[src/logic/display_pkg.sv]
`default_nettype none

package display_pkg;

    localparam int digit_count = 8;
    localparam int hex_digits  = 4;

    // Segments are active low, bit 6 is g and bit 0 is a
    localparam int seg_w = 7;
    localparam logic [seg_w-1:0] seg_blank = 7'b111_1111;

    function automatic logic [seg_w-1:0] hex_to_seg(input logic [3:0] nibble);
        case (nibble)
            4'h0: return 7'b100_0000;
            4'h1: return 7'b111_1001;
            4'h2: return 7'b010_0100;
            4'h3: return 7'b011_0000;
            4'h4: return 7'b001_1001;
            4'h5: return 7'b001_0010;
            4'h6: return 7'b000_0010;
            4'h7: return 7'b111_1000;
            4'h8: return 7'b000_0000;
            4'h9: return 7'b001_0000;
            4'ha: return 7'b000_1000;
            4'hb: return 7'b000_0011;
            4'hc: return 7'b100_0110;
            4'hd: return 7'b010_0001;
            4'he: return 7'b000_0110;
            default: return 7'b000_1110;
        endcase
    endfunction

endpackage

`default_nettype wire

[src/logic/shifter_pkg.sv]
`default_nettype none

package shifter_pkg;

    // Word and shift amount widths
    localparam int data_w  = 16;
    localparam int shamt_w = 4;

    // Direction of the shift, a cleared toggle means left
    localparam logic dir_left  = 1'b0;
    localparam logic dir_right = 1'b1;

    // Logical shift fills with zero, rotate wraps around
    localparam logic mode_shift  = 1'b0;
    localparam logic mode_rotate = 1'b1;

endpackage

`default_nettype wire

[src/logic/barrel_shifter16.sv]
`default_nettype none
`timescale 1ns/10ps

module barrel_shifter16 (
    input  logic [shifter_pkg::data_w-1:0]  data_in,
    input  logic [shifter_pkg::shamt_w-1:0] shamt,
    input  logic                            dir,
    input  logic                            rotate,
    output logic [shifter_pkg::data_w-1:0]  data_out
);

    localparam int w = shifter_pkg::data_w;

    logic [w-1:0] stage [0:shifter_pkg::shamt_w];
    logic         is_right;

    function automatic logic [w-1:0] bit_rev(input logic [w-1:0] v);
        logic [w-1:0] r;
        for (int k = 0; k < w; k++) begin
            r[k] = v[w-1-k];
        end
        return r;
    endfunction

    assign is_right = (dir == shifter_pkg::dir_right);

    // Right shifts run through the left core mirrored
    assign stage[0] = is_right ? bit_rev(data_in) : data_in;

    for (genvar i = 0; i < shifter_pkg::shamt_w; i++) begin : g_stage
        localparam int s = 1 << i;

        logic [s-1:0] fill;

        // Bits pushed out on the left come back on the right when rotating
        assign fill = (rotate == shifter_pkg::mode_rotate) ? stage[i][w-1 -: s] : '0;
        assign stage[i+1] = shamt[i] ? {stage[i][w-1-s:0], fill} : stage[i];
    end

    assign data_out = is_right ? bit_rev(stage[shifter_pkg::shamt_w])
                               : stage[shifter_pkg::shamt_w];

endmodule

`default_nettype wire

[src/logic/button_toggle.sv]
`default_nettype none
`timescale 1ns/10ps

module button_toggle #(
    parameter int debounce_ticks = 10
) (
    input  logic clk_demo,
    input  logic arst_n,
    input  logic tick,
    input  logic btn,
    output logic press,
    output logic state
);

    localparam int cnt_w = $clog2(debounce_ticks + 1);
    localparam logic [cnt_w-1:0] last = cnt_w'(debounce_ticks - 1);

    logic [1:0]       sync_q;
    logic             btn_s;
    logic             stable;
    logic [cnt_w-1:0] cnt;

    // ~~~~~~~~~~~~~~~~~~~~~~~~~~~~~~~~~~~~~~~~
    // Synchronizer
    // ~~~~~~~~~~~~~~~~~~~~~~~~~~~~~~~~~~~~~~~~
    always_ff @(posedge clk_demo or negedge arst_n) begin
        if (!arst_n) begin
            sync_q <= 2'b00;
        end else begin
            sync_q <= {sync_q[0], btn};
        end
    end

    assign btn_s = sync_q[1];

    // ~~~~~~~~~~~~~~~~~~~~~~~~~~~~~~~~~~~~~~~~
    // Debounce and toggle
    // ~~~~~~~~~~~~~~~~~~~~~~~~~~~~~~~~~~~~~~~~
    always_ff @(posedge clk_demo or negedge arst_n) begin
        if (!arst_n) begin
            stable <= 1'b0;
            cnt    <= '0;
            press  <= 1'b0;
            state  <= 1'b0;
        end else begin
            press <= 1'b0;
            if (tick) begin
                if (btn_s == stable) begin
                    // Glitch ended, start over
                    cnt <= '0;
                end else if (cnt == last) begin
                    cnt    <= '0;
                    stable <= btn_s;
                    if (btn_s) begin
                        press <= 1'b1;
                        state <= ~state;
                    end
                end else begin
                    cnt <= cnt + 1'b1;
                end
            end
        end
    end

endmodule

`default_nettype wire

[src/logic/seg7_scan.sv]
`default_nettype none
`timescale 1ns/10ps

module seg7_scan (
    input  logic                                clk_demo,
    input  logic                                arst_n,
    input  logic                                tick,
    input  logic [shifter_pkg::data_w-1:0]      result,
    output logic [display_pkg::seg_w-1:0]       seg,
    output logic [display_pkg::digit_count-1:0] an
);

    localparam int idx_w = $clog2(display_pkg::digit_count);
    localparam int sel_w = $clog2(display_pkg::hex_digits);

    logic [idx_w-1:0]                     idx;
    logic [sel_w-1:0]                     nib_sel;
    logic [3:0]                           nibble;
    logic [display_pkg::seg_w-1:0]        seg_next;
    logic [display_pkg::digit_count-1:0]  an_next;

    // ~~~~~~~~~~~~~~~~~~~~~~~~~~~~~~~~~~~~~~~~
    // Digit select and decode
    // ~~~~~~~~~~~~~~~~~~~~~~~~~~~~~~~~~~~~~~~~
    assign nib_sel = idx[sel_w-1:0];
    assign nibble  = result[nib_sel*4 +: 4];

    always_comb begin
        logic [display_pkg::digit_count-1:0] one_hot;
        one_hot      = '0;
        one_hot[idx] = 1'b1;
        an_next      = ~one_hot;
        // Upper positions carry no data
        if (idx < display_pkg::hex_digits) begin
            seg_next = display_pkg::hex_to_seg(nibble);
        end else begin
            seg_next = display_pkg::seg_blank;
        end
    end

    // ~~~~~~~~~~~~~~~~~~~~~~~~~~~~~~~~~~~~~~~~
    // Scan registers
    // ~~~~~~~~~~~~~~~~~~~~~~~~~~~~~~~~~~~~~~~~
    always_ff @(posedge clk_demo or negedge arst_n) begin
        if (!arst_n) begin
            idx <= '0;
            seg <= display_pkg::seg_blank;
            an  <= '1;
        end else if (tick) begin
            seg <= seg_next;
            an  <= an_next;
            idx <= idx + 1'b1;
        end
    end

endmodule

`default_nettype wire

[src/logic/shift_control.sv]
`default_nettype none
`timescale 1ns/10ps

module shift_control #(
    parameter int debounce_ticks = 10
) (
    input  logic                            clk_demo,
    input  logic                            arst_n,
    input  logic                            tick,
    input  logic                            btn_c,
    input  logic                            btn_u,
    input  logic                            btn_d,
    input  logic                            btn_l,
    input  logic                            btn_r,
    output logic [shifter_pkg::shamt_w-1:0] shamt,
    output logic                            dir,
    output logic                            rotate
);

    logic                            c_press;
    logic                            l_state;
    logic                            r_state;
    logic [shifter_pkg::shamt_w-3:0] hi_cnt;

    // Centre button only counts presses
    button_toggle #(.debounce_ticks(debounce_ticks)) i_btn_c (
        .clk_demo (clk_demo),
        .arst_n   (arst_n),
        .tick     (tick),
        .btn      (btn_c),
        .press    (c_press),
        .state    ()
    );

    button_toggle #(.debounce_ticks(debounce_ticks)) i_btn_u (
        .clk_demo (clk_demo),
        .arst_n   (arst_n),
        .tick     (tick),
        .btn      (btn_u),
        .press    (),
        .state    (dir)
    );

    button_toggle #(.debounce_ticks(debounce_ticks)) i_btn_d (
        .clk_demo (clk_demo),
        .arst_n   (arst_n),
        .tick     (tick),
        .btn      (btn_d),
        .press    (),
        .state    (rotate)
    );

    button_toggle #(.debounce_ticks(debounce_ticks)) i_btn_l (
        .clk_demo (clk_demo),
        .arst_n   (arst_n),
        .tick     (tick),
        .btn      (btn_l),
        .press    (),
        .state    (l_state)
    );

    button_toggle #(.debounce_ticks(debounce_ticks)) i_btn_r (
        .clk_demo (clk_demo),
        .arst_n   (arst_n),
        .tick     (tick),
        .btn      (btn_r),
        .press    (),
        .state    (r_state)
    );

    // Upper shift bits wrap modulo four
    always_ff @(posedge clk_demo or negedge arst_n) begin
        if (!arst_n) begin
            hi_cnt <= '0;
        end else if (c_press) begin
            hi_cnt <= hi_cnt + 1'b1;
        end
    end

    assign shamt = {hi_cnt, r_state, l_state};

endmodule

`default_nettype wire

[src/logic/shifter_demo_top.sv]
`default_nettype none
`timescale 1ns/10ps

module shifter_demo_top #(
    parameter int tick_div       = 100000,
    parameter int debounce_ticks = 10
) (
    input  logic                                clk_demo,
    input  logic                                arst_n,
    input  logic [shifter_pkg::data_w-1:0]      sw,
    input  logic                                btn_c,
    input  logic                                btn_u,
    input  logic                                btn_d,
    input  logic                                btn_l,
    input  logic                                btn_r,
    output logic [7:0]                          led,
    output logic [display_pkg::seg_w-1:0]       seg,
    output logic [display_pkg::digit_count-1:0] an
);

    logic                            tick;
    logic [shifter_pkg::shamt_w-1:0] shamt;
    logic                            dir;
    logic                            rotate;
    logic [shifter_pkg::data_w-1:0]  result;

    tick_gen #(.tick_div(tick_div)) i_tick_gen (
        .clk_demo (clk_demo),
        .arst_n   (arst_n),
        .tick     (tick)
    );

    shift_control #(.debounce_ticks(debounce_ticks)) i_shift_control (
        .clk_demo (clk_demo),
        .arst_n   (arst_n),
        .tick     (tick),
        .btn_c    (btn_c),
        .btn_u    (btn_u),
        .btn_d    (btn_d),
        .btn_l    (btn_l),
        .btn_r    (btn_r),
        .shamt    (shamt),
        .dir      (dir),
        .rotate   (rotate)
    );

    barrel_shifter16 i_shifter (
        .data_in  (sw),
        .shamt    (shamt),
        .dir      (dir),
        .rotate   (rotate),
        .data_out (result)
    );

    seg7_scan i_scan (
        .clk_demo (clk_demo),
        .arst_n   (arst_n),
        .tick     (tick),
        .result   (result),
        .seg      (seg),
        .an       (an)
    );

    // Shift amount on the top four LEDs, two dark, then mode and direction
    assign led = {shamt, 2'b00, rotate, dir};

endmodule

`default_nettype wire

[src/logic/tick_gen.sv]
`default_nettype none
`timescale 1ns/10ps

module tick_gen #(
    parameter int tick_div = 100000
) (
    input  logic clk_demo,
    input  logic arst_n,
    output logic tick
);

    localparam int cnt_w = (tick_div > 1) ? $clog2(tick_div) : 1;
    localparam logic [cnt_w-1:0] reload = cnt_w'(tick_div - 1);

    logic [cnt_w-1:0] cnt;

    // One enable pulse per tick_div cycles, first one tick_div cycles after reset
    always_ff @(posedge clk_demo or negedge arst_n) begin
        if (!arst_n) begin
            cnt  <= reload;
            tick <= 1'b0;
        end else if (cnt == '0) begin
            cnt  <= reload;
            tick <= 1'b1;
        end else begin
            cnt  <= cnt - 1'b1;
            tick <= 1'b0;
        end
    end

endmodule

`default_nettype wire

[config.mk]
export PLATFORM = sky130hd
export DESIGN_NAME = shifter_demo_top
export DESIGN_NICKNAME = d
export VERILOG_FILES = /design/src/logic/display_pkg.sv /design/src/logic/shifter_pkg.sv /design/src/logic/barrel_shifter16.sv /design/src/logic/button_toggle.sv /design/src/logic/seg7_scan.sv /design/src/logic/shift_control.sv /design/src/logic/shifter_demo_top.sv /design/src/logic/tick_gen.sv
export SDC_FILE = /design/constraint.sdc
export NUM_CORES = 1
export LEC_CHECK = 0
export ABC_AREA = 0
export BUFFER_PORTS_ARGS = -buffer_cell sky130_fd_sc_hd__buf_2
export CAP_MARGIN = 5
export CORE_MARGIN = 3
export CORE_UTILIZATION = 49
export CTS_BUF_LIST = sky130_fd_sc_hd__clkbuf_2
export CTS_CLUSTER_DIAMETER = 40
export DETAILED_ROUTE_END_ITERATION = 8
export PLACE_DENSITY = 0.67
export SETUP_SLACK_MARGIN = 0.05
export SLEW_MARGIN = 10
export SYNTH_ARGS = -nofsm -noshare
export SYNTH_HDL_FRONTEND = slang
export SYNTH_SLANG_ARGS = --single-unit
[constraint.sdc]
create_clock -name clk_demo -period 6.6 [get_ports clk_demo]
set_input_delay 0.99 -clock clk_demo [delete_from_list [all_inputs] [get_ports clk_demo]]
set_output_delay 0.99 -clock clk_demo [all_outputs]
set_load 0.01 [all_outputs]
Word-level counts from Yosys, hierarchy flattened
Memory sizes are Yosys's and may differ from the RTL's.
Cells that the tools add are included.
{"block": "word_totals", "output_inout_bits": 23, "ff_bits": 78, "rom_bits": 112, "inputBits": 23, "n_memories": 1}
{"name": "(no name shown)", "words": 16, "word_bits": 7, "read_ports": 1, "rd_clocked_by_memory_dff": 0, "wr": 0, "line": "display_pkg.sv:13", "rtl": "case (nibble)"}
{"block": "op_classes", "n_lt_le_gt_ge": 3, "reduce_logical": 11, "n_bitwise": 10, "shifts": 1, "n_addsub": 8, "eq_ne": 10, "n_mux": 29}
{"operator": "$mux W16", "count": 6}
{"operator": "$mux W4", "count": 11}
{"operator": "$add A4 B1 Y4 const B", "count": 5}
{"operator": "$eq A4 B4 Y1 const B", "count": 5}
{"operator": "$logic_not A17 Y1", "count": 1}
{"operator": "$mux W17", "count": 1}
{"operator": "$sub A17 B1 Y17 const B", "count": 1}
{"operator": "$reduce_and A4 Y1", "count": 4}
{"operator": "$shiftx A16 B5 Y4", "count": 1}
{"operator": "$reduce_and A3 Y1", "count": 5}
{"operator": "$not A1 Y1", "count": 9}
{"operator": "$mux W8", "count": 1}
{"operator": "$not A8 Y8", "count": 1}
{"operator": "$mux W1", "count": 7}
{"operator": "$mux W7", "count": 1}
{"operator": "$eq A1 B1 Y1", "count": 5}
{"operator": "$lt A3 B4 Y1 const B", "count": 1}
{"operator": "$add A3 B1 Y3 const B", "count": 1}
{"operator": "$demux W1 S3", "count": 1}
{"operator": "$ge A3 B1 Y1 const B", "count": 1}
{"operator": "$lt A3 B3 Y1 const B", "count": 1}
{"operator": "$add A2 B1 Y2 const B", "count": 1}
{"operator": "$mux W2", "count": 1}
{"operator": "$logic_and A1 B1 Y1", "count": 1}

Logic depth before layout (Yosys ltp)
Gate-level depths: netlist of the first run.
An unclocked memory read counts as a cell.
{"block": "logic_depth", "ltp_word": 13, "mapped_depth": 17}

By module
Synthesis of the first run repeated with hierarchy kept, for this count alone.
{"block": "hier_totals", "cells_unflattened": 647, "hier_area_um2": 6143.4}
{"module": "barrel_shifter16", "n_inst": 1, "area_each_um2": 2037.0, "seq_area_each_um2": 0.0, "cells_each": 285}
{"module": "button_toggle", "n_inst": 5, "area_each_um2": 392.9, "seq_area_each_um2": 225.2, "cells_each": 32}
{"module": "seg7_scan", "n_inst": 1, "area_each_um2": 1109.8, "seq_area_each_um2": 469.2, "cells_each": 105}
{"module": "tick_gen", "n_inst": 1, "area_each_um2": 912.1, "seq_area_each_um2": 462.9, "cells_each": 85}
{"module": "shift_control", "n_inst": 1, "area_each_um2": 86.3, "seq_area_each_um2": 50.0, "cells_each": 7}
{"module": "shifter_demo_top", "n_inst": 1, "area_each_um2": 33.8, "seq_area_each_um2": 0.0, "cells_each": 5}

Worst setup path before layout of the first run
OpenSTA, ideal clock, no wires.
{"block": "synth_path", "path_kind": "input port to flip-flop", "from": "in sw[12] (netlist name)", "to": "reg i_scan.seg[5] (netlist name)", "required_ns": 6.540, "arrival_time_ns": 3.648, "setup_slack_ns": 2.891, "cell_stages": 12, "n_path_buf": 1, "path_cell_list": "clkbuf_1 mux2i_1 mux4_2 mux2_2 o2111a_1 o21a_1 or4_4 inv_1 ha_1 mux2i_1 o221ai_1 o21a_1"}
{"block": "synth_between", "elab_chain_len": 10, "word_cells_on_any_way": 11, "cone_classes": "shift (1); mux (9); memory (1)"}
{"element": "start, declared", "line": "shifter_demo_top.sv:10", "rtl": "input logic [shifter_pkg::data_w-1:0] sw,"}
{"element": "$mux W16 *", "line": "barrel_shifter16.sv:28", "rtl": "assign stage[0] = is_right ? bit_rev(data_in) : data_in;"}
{"element": "$mux W16 * (2 in a row)", "line": "barrel_shifter16.sv:37", "rtl": "assign stage[i+1] = shamt[i] ? {stage[i][w-1-s:0], fill} : stage[i];"}
{"element": "$mux W4 / $mux W16 (equally long branches)", "line": "barrel_shifter16.sv:36, barrel_shifter16.sv:37"}
{"element": "$mux W16 * (2 in a row)", "line": "barrel_shifter16.sv:37"}
{"element": "$mux W16 *", "line": "barrel_shifter16.sv:40", "rtl": "assign data_out = is_right ? bit_rev(stage[shifter_pkg::shamt_w])"}
{"element": "$shiftx A16 B5 Y4 *", "line": "seg7_scan.sv:26", "rtl": "assign nibble = result[nib_sel*4 +: 4];"}
{"element": "$mem_v2 Z16 W7 *"}
{"element": "$mux W7 *", "line": "seg7_scan.sv:34", "rtl": "if (idx < display_pkg::hex_digits) begin"}
{"element": "end signal, assigned", "line": "seg7_scan.sv:47", "rtl": "seg <= display_pkg::seg_blank;"}
{"element": "end signal, assigned", "line": "seg7_scan.sv:50", "rtl": "seg <= seg_next;"}
{"element": "end, declared", "line": "seg7_scan.sv:9", "rtl": "output logic [display_pkg::seg_w-1:0] seg,"}
Every way passes the cells marked *; elsewhere a longest branch is shown, timed or not.
A chain may end at the register's enable or synchronous reset.

Final worst setup path of the first run
{"block": "layout_path", "from": "reg i_shift_control.i_btn_l.state", "to": "reg i_scan.seg[6] (netlist name)"}
{"block": "layout_between", "elab_chain_len": 9, "word_cells_on_any_way": 11, "cone_classes": "shift (1); mux (9); memory (1)"}
{"element": "start, declared", "line": "button_toggle.sv:12", "rtl": "output logic state"}
{"element": "start signal, assigned", "line": "button_toggle.sv:56", "rtl": "state <= ~state;"}
{"element": "$mux W16 * (2 in a row)", "line": "barrel_shifter16.sv:37"}
{"element": "$mux W4 / $mux W16 (equally long branches)", "line": "barrel_shifter16.sv:36, barrel_shifter16.sv:37"}
{"element": "$mux W16 * (2 in a row)", "line": "barrel_shifter16.sv:37"}
{"element": "$mux W16 *", "line": "barrel_shifter16.sv:40"}
{"element": "$shiftx A16 B5 Y4 *", "line": "seg7_scan.sv:26"}
{"element": "$mem_v2 Z16 W7 *"}
{"element": "$mux W7 *", "line": "seg7_scan.sv:34"}
Marks and branches as above.

==> flow_summary.ini, run 1 <==
[pwr]
intPower_mw = 0.732
p_seq_share_pct = 51.9
switching_share_pct = 23.5
p_clk_share_pct = 37.7
peakVddDrop_v = 0.000161
power_density_mw_per_mm2 = 158
p_leak_nw = 2.41
power_frac_comb_pct = 10.4
p_switching_mw = 0.225
power.total_mw = 0.957

[clock_network]
cts_buffer_depth = 2
path_clk_slew_ns = 0.21
clkLatencyLatePin_ns = 0.52
cts.sinks = 78
cts_buffers = 9
cts-htree-levels = 3
cts.hold.buffers_added = 0
post_cts_buffers = 0
cts-root-buf = clkbuf_2
post_cts_resized = 0
cts_tree = done

[worst_setup_path]
worstReg2RegEnd = i_scan.seg[6]
rr_worst_depth = 13
worstReg2RegStart = i_shift_control.i_btn_l.state
crit_fanout = 32
worst_setup_path_end_kind = flop
crit_arrival_ns = 4.51
crit_path_start_kind = flop
critPathLaunch = i_shift_control.i_btn_l.state
worstPathRequired_ns = 7.09
critPathKind = reg -> reg
crit_path_end = i_scan.seg[6]
reg2reg_setup_slack_ns = 2.58

[place]
dp_hpwl_um = 9170
port_buffers = 43
gp_congestion = 0.899
place_ws_ns = 2.66

[sta]
holdWs_ns = 0.372
min_period_over_period_pct = 60.8
fin_crit_ns = 4.02
max_clock_freq_mhz = 249
setup_ws_ns = 2.58
rsz0062_at_grt = false
clock_skew_ns = 0.0193
finalHoldViolations = 0
slew_violations = 0
slew_headroom_pct = 37.0
tightestPinTransition_ns = 0.944
setup_viol = 0
tns_ns = 0

[drt]
detail-route-antenna-nets = 0
drt_iter0_markers = 432
wirelength_um = 12900
first_pass_iters = 5
drc = 0
wl_per_cell_um = 17.2
vias = 4668
via_per_inst = 6.22

[floorplan]
initial_core_util_pct = 51.4
coreArea_mm2 = 0.0111
die_w_um = 114
die_h_um = 114
ios = 46
die-area_mm2 = 0.0130
core.rowCount = 38

[hold_path]
hold_path_class = reg -> reg

[run_status]
outcome = finished clean

[logic_synthesis]
async_flop_share_pct = 100
synth.area.mux_share_pct = 18.6
ys.flop_type = dfrtp_1
synth-warning-count = 0
synth_top_family_by_area = multiplexers
synth_seq_area_share_pct = 34.7
synth_area_per_cell_um2 = 9.71
synth-seq-cells = 78
synth-compound-area-share_pct = 16.7
netlist_area_mm2 = 0.00572
synth_enable_flop_cells = 0
yosys.area_share.simple_pct = 15.7
synth_xor_area_share_pct = 3.98
synth_fa_ha_area_share_pct = 3.94
synth_cell_types = 68
synth_cells = 589

[layout]
regArea_mm2 = 0.00198
diodes = 0
multiInputGateArea_mm2 = 0.00338
postLayoutCoreUtil_pct = 54.5
fin_nets = 646
drive_gt1_share_pct = 22.1
fillers = 1017
syn_to_final_growth_pct = 6.15

[global_routing]
grt.total_usage_pct = 20.6
grt_pass1_wl_um = 21800
overflow = 0
grt_max_degree = 79
antenna_found_initial = 0
grt_pass1_vias = 4474

[flow_run]
drv_cap = 0
## cells in the final DEF (no fill, tap or decap), types with 6 or more instances in the layout
cell type | netlist | layout
nand2_1 | 62 | 62
dfrtp_1 | 53 | 52
nor2_1 | 45 | 45
buf_2 | 10 | 42
mux2i_1 | 36 | 36
dfstp_2 | 25 | 25
inv_1 | 22 | 22
mux2_2 | 20 | 20
mux4_2 | 19 | 19
a21oi_1 | 18 | 18
ha_1 | 18 | 18
o21ai_0 | 17 | 17
nand3_1 | 16 | 16
o22ai_1 | 14 | 14
xnor2_1 | 14 | 14
nand2b_1 | 13 | 13
xor2_1 | 12 | 12
o221ai_1 | 11 | 11
or3_1 | 10 | 10
nor2b_1 | 9 | 9
clkbuf_2 | 0 | 9
a31oi_1 | 8 | 8
o211ai_1 | 8 | 8
a211oi_1 | 7 | 7
o21a_1 | 7 | 7
nor4_1 | 7 | 7
nor3_1 | 6 | 6
buf_4 | 10 | 6
## stage by stage
stage	instance area [µm²]	std cells
floorplan	5720	590
global placement	5890	734
detailed placement	5890	734
CTS	6070	750
global route	6070	750
finish	6070	750
## power groups by stage
| stage | Sequential [mW] | Clock, mW | Combinational (mW) |
|---|---|---|---|
| 3_5_place_dp | 0.505 | 0 | 0.0989 |
| 5_1_grt | 0.499 | 0.391 | 0.110 |
| 4_1_cts | 0.497 | 0.371 | 0.0995 |
| 6_report | 0.497 | 0.361 | 0.0995 |
| 3_3_place_gp | 0.504 | 0 | 0.0970 |
| 2_1_floorplan | 0.505 | 0 | 0.0582 |
## layout make-up
type / instances / area share, %
clock buffer: 9 / 0.742
sequential: 78 / 32.7
timing repair buffer: 48 / 4.21
multi-input combinational: 443 / 55.7
tap: 140 / 2.89
inverter: 25 / 1.55
clock inverter: 7 / 2.25
## worst max-delay path: stages, from the launching register on
cell and delay, ns:
dfrtp_2 0.66, buf_4 0.49, mux2i_1 0.20, mux4_2 0.52, mux2_2 0.32, o21a_1 0.18
o21ai_1 0.11, a31oi_1 0.10, or4_4 0.60, inv_1 0.14, ha_1 0.23, mux2i_1 0.09
o211ai_1 0.18, o21a_1 0.15
## Yosys cell counts, types with 11 or more instances
library cell,number,area share [%]
inv_1,22,1.4
nand3_1,16,1.4
nand2_1,62,4.1
a21oi_1,18,1.6
nand2b_1,13,1.4
o21ai_0,17,1.5
dfrtp_1,53,23
xor2_1,12,1.8
mux4_2,19,7.5
dfstp_2,25,11
mux2i_1,36,6.3
clkbuf_1,16,1.1
o22ai_1,14,1.5
nor2_1,45,3.0
ha_1,18,3.9
mux2_2,20,3.9
xnor2_1,14,2.1
o221ai_1,11,1.7
## registers in the layout (all words and copies together), names as in the netlist, 3 cells and up
name	count
i_shift_control.i_btn_d.cnt	4
i_shift_control.i_btn_r.cnt	4
i_shift_control.i_btn_l.cnt	4
i_scan.an	8
i_scan.seg	7
i_tick_gen.cnt	17
i_scan.idx	3
i_shift_control.i_btn_u.cnt	4
i_shift_control.i_btn_c.cnt	4
## worst min path at each step
stage                                        end  slack (ns)                              start  depth (start not counted)
6_report       i_shift_control.i_btn_c.sync_q[1]        0.37  i_shift_control.i_btn_c.sync_q[0]                          0
5_1_grt        i_shift_control.i_btn_c.sync_q[1]        0.38  i_shift_control.i_btn_c.sync_q[0]                          0
4_1_cts        i_shift_control.i_btn_c.sync_q[1]        0.38  i_shift_control.i_btn_c.sync_q[0]                          0
3_5_place_dp   i_shift_control.i_btn_r.sync_q[1]        0.33  i_shift_control.i_btn_r.sync_q[0]                          0
3_3_place_gp   i_shift_control.i_btn_c.sync_q[1]        0.33  i_shift_control.i_btn_c.sync_q[0]                          0
2_1_floorplan  i_shift_control.i_btn_c.sync_q[1]        0.33  i_shift_control.i_btn_c.sync_q[0]                          0
## cell families (layout without fill, tap and decap cells)
group,count (synthesis),in the layout
xor gates and xnor gates,26,26
muxes,77,77
and+or+nand+nor,187,187
buffers and inverters,69,89
adders and majority gates,18,18
AOI/OAI and AO/OA,133,133
other,1,2
DFF,78,78
## layer usage
layer / GRT usage (%) / part of all wire (%)
met1: 27.5 / 43
met2: 32.4 / 47
met3: 4.14 / 6.5
met4: 9.42 / 3.0
met5: 0 / 0
Power figures use the tool's default switching activity.
==> run 2, diff against run 1 <==
==> constraint.sdc (replaced) <==
create_clock -name clk_demo -period 3.7 [get_ports clk_demo]
set_input_delay 0.555 -clock clk_demo [delete_from_list [all_inputs] [get_ports clk_demo]]
set_output_delay 0.555 -clock clk_demo [all_outputs]
set_load 0.01 [all_outputs]
==> run 2 against run 1 <==
  * Sequential power rose by 78%
  * Via count is 1.2% higher
  * Register-to-register slack worse by 2.4 ns
  * Largest power group unchanged
  * Power is 59% higher
==> flow_summary.ini, run 2 (synthesized netlist as in run 1, its figures left out) <==
[sta]
clock_skew_ns = 0.0363
finalHoldViolations = 0
fin_crit_ns = 3.47
max_clock_freq_mhz = 288
slew_violations = 0
rsz0062_at_grt = true
slew_headroom_pct = 34.1
tns_ns = 0
tightestPinTransition_ns = 0.989
min_period_over_period_pct = 93.9
setup_viol = 0

[layout]
drive_gt1_share_pct = 24.3
postLayoutCoreUtil_pct = 55.1
final_cell_mix = nand2_1, dfrtp_1, nor2_1, buf_2, mux2i_1
reg_top3 = i_tick_gen.cnt x17, i_scan.an x8, i_scan.seg x7
multiInputGateArea_mm2 = 0.00338
max_flop_register = i_tick_gen.cnt
diodes = 0
fin_nets = 658
syn_to_final_growth_pct = 7.18
regArea_mm2 = 0.00199
final_common_cell = nand2_1
largest_register_ffs = 17
fillers = 1008

[place]
dp_hpwl_um = 9530
port_buffers = 43
gp_congestion = 0.920

[pwr]
peakVddDrop_v = 0.000233
power_density_mw_per_mm2 = 248
power_frac_comb_pct = 11.9
p_switching_mw = 0.411
switching_share_pct = 27.1
p_clk_share_pct = 29.8
intPower_mw = 1.11
p_leak_nw = 2.44
p_seq_share_pct = 58.4

[worst_setup_path]
critPathKind = reg -> reg
crit_path_max_incr_delay_ns = 0.61
crit_path_cell_trace = buf_12 > mux2i_1 > mux4_2 > mux2_2 > o21a_1 > o21ai_1 > a31oi_1 > or4_4 > inv_2 > ha_2 > mux2i_1 > o211ai_1 > o21a_1
crit_fanout = 26
worst_setup_path_end_kind = flop
crit_arrival_ns = 3.97
worstPathRequired_ns = 4.19
slowest_stage = or4_4
crit_family = multiplexers
crit_path_start_kind = flop
critPathBufInv = 2

[floorplan]
die_w_um = 114
coreArea_mm2 = 0.0111
core.rowCount = 38
die-area_mm2 = 0.0130
initial_core_util_pct = 51.4
ios = 46
die_h_um = 114

[global_routing]
grt.total_usage_pct = 21.3
antenna_found_initial = 0
grt_pass1_vias = 4569
grt_max_degree = 79
overflow = 0
grt_pass1_wl_um = 22600

[clock_network]
cts-htree-levels = 3
path_clk_slew_ns = 0.22
cts-root-buf = clkbuf_2
cts_buffers = 9
cts_buffer_depth = 2
cts_tree = done
clkLatencyLatePin_ns = 0.52
cts.sinks = 78
cts.hold.buffers_added = 0

[drt]
vias = 4722
via_per_inst = 6.20
drc = 0
first_pass_iters = 5
detail-route-antenna-nets = 0
wl_per_cell_um = 17.8
drt_iter0_markers = 468
wirelength_um = 13600

[run_status]
outcome = finished clean

[flow_run]
drv_cap = 0

[hold_path]
hold_path_class = in -> reg
run 2: cell types whose count changed in the layout (fill, tap and decap cells not counted), sizes merged:
cell / change
inv: -1
clkbuf: +2
clkinvlp: +2
clkinv: +1
bufinv: -3
buf: +11
run 2: through the flow:
stage / hold WS [ns] / power, mW / cells / cell area, µm² / setup slack [ns]
after floorplan: 0.259 / 1.01 / 590 / 5720 / 0.426
after global placement: 0.333 / 1.07 / 742 / 5960 / 0.229
after detailed placement: 0.335 / 1.08 / 742 / 5960 / 0.146
after CTS: 0.0654 / 1.53 / 758 / 6070 / 0.144
after global routing: 0.0574 / 1.58 / 762 / 6130 / 0.0427
final: 0.120 / 1.52 / 762 / 6130 / 0.226
run 2: metal layers:
layer	vias up	part of all wire [%]	global-route usage (%)
met1	2309	44	28.6
met3	29	5.7	4.35
met5	-	0	0
met4	0	2.7	8.95
li1	2221	-	-
met2	163	48	33.8
run 2: area by class of cell:
class / count / area share [%]
clock inverters: 6 / 1.02
inverters: 25 / 1.59
multi-input cells: 443 / 55.2
flip-flops and latches: 78 / 32.4
repair buffers: 60 / 6.13
well taps: 140 / 2.86
clock buffers: 10 / 0.817
run 2: what timing repair did:
item,4_1_cts,5_1_grt
endpoints found under the setup margin,0,7
gates resized for setup,0,4
buffers inserted,0,3
run 2: power by group through the flow:
stage / sequential, mW / clock, mW / combinational [mW]
5_1_grt: 0.890 / 0.496 / 0.197
2_1_floorplan: 0.902 / 0 / 0.104
6_report: 0.886 / 0.452 / 0.180
4_1_cts: 0.887 / 0.467 / 0.179
3_5_place_dp: 0.900 / 0 / 0.178
3_3_place_gp: 0.900 / 0 / 0.174
run 2: path summary, 6_finish.rpt:
check	start	end	slack (ns)	depth (start not counted)
max reg2reg	i_shift_control.i_btn_l.state	i_scan.seg[6]	0.23	13
min	btn_d	i_shift_control.i_btn_d.sync_q[0]	0.12	1
max	i_shift_control.i_btn_l.state	i_scan.seg[6]	0.23	13
min in group asynchronous	arst_n	i_tick_gen.cnt[13]	0.17	1
max in group asynchronous	arst_n	i_shift_control.i_btn_r.state	2.85	1
min reg2reg	i_shift_control.i_btn_l.sync_q[0]	i_shift_control.i_btn_l.sync_q[1]	0.36	0
run 2: worst reg2reg max path, cell delays in order, from the launching register on:
cell	delay, ns
dfrtp_2	0.48
buf_12	0.19
mux2i_1	0.17
mux4_2	0.49
mux2_2	0.32
o21a_1	0.18
o21ai_1	0.13
a31oi_1	0.14
or4_4	0.61
inv_2	0.10
ha_2	0.21
mux2i_1	0.08
o211ai_1	0.21
o21a_1	0.15
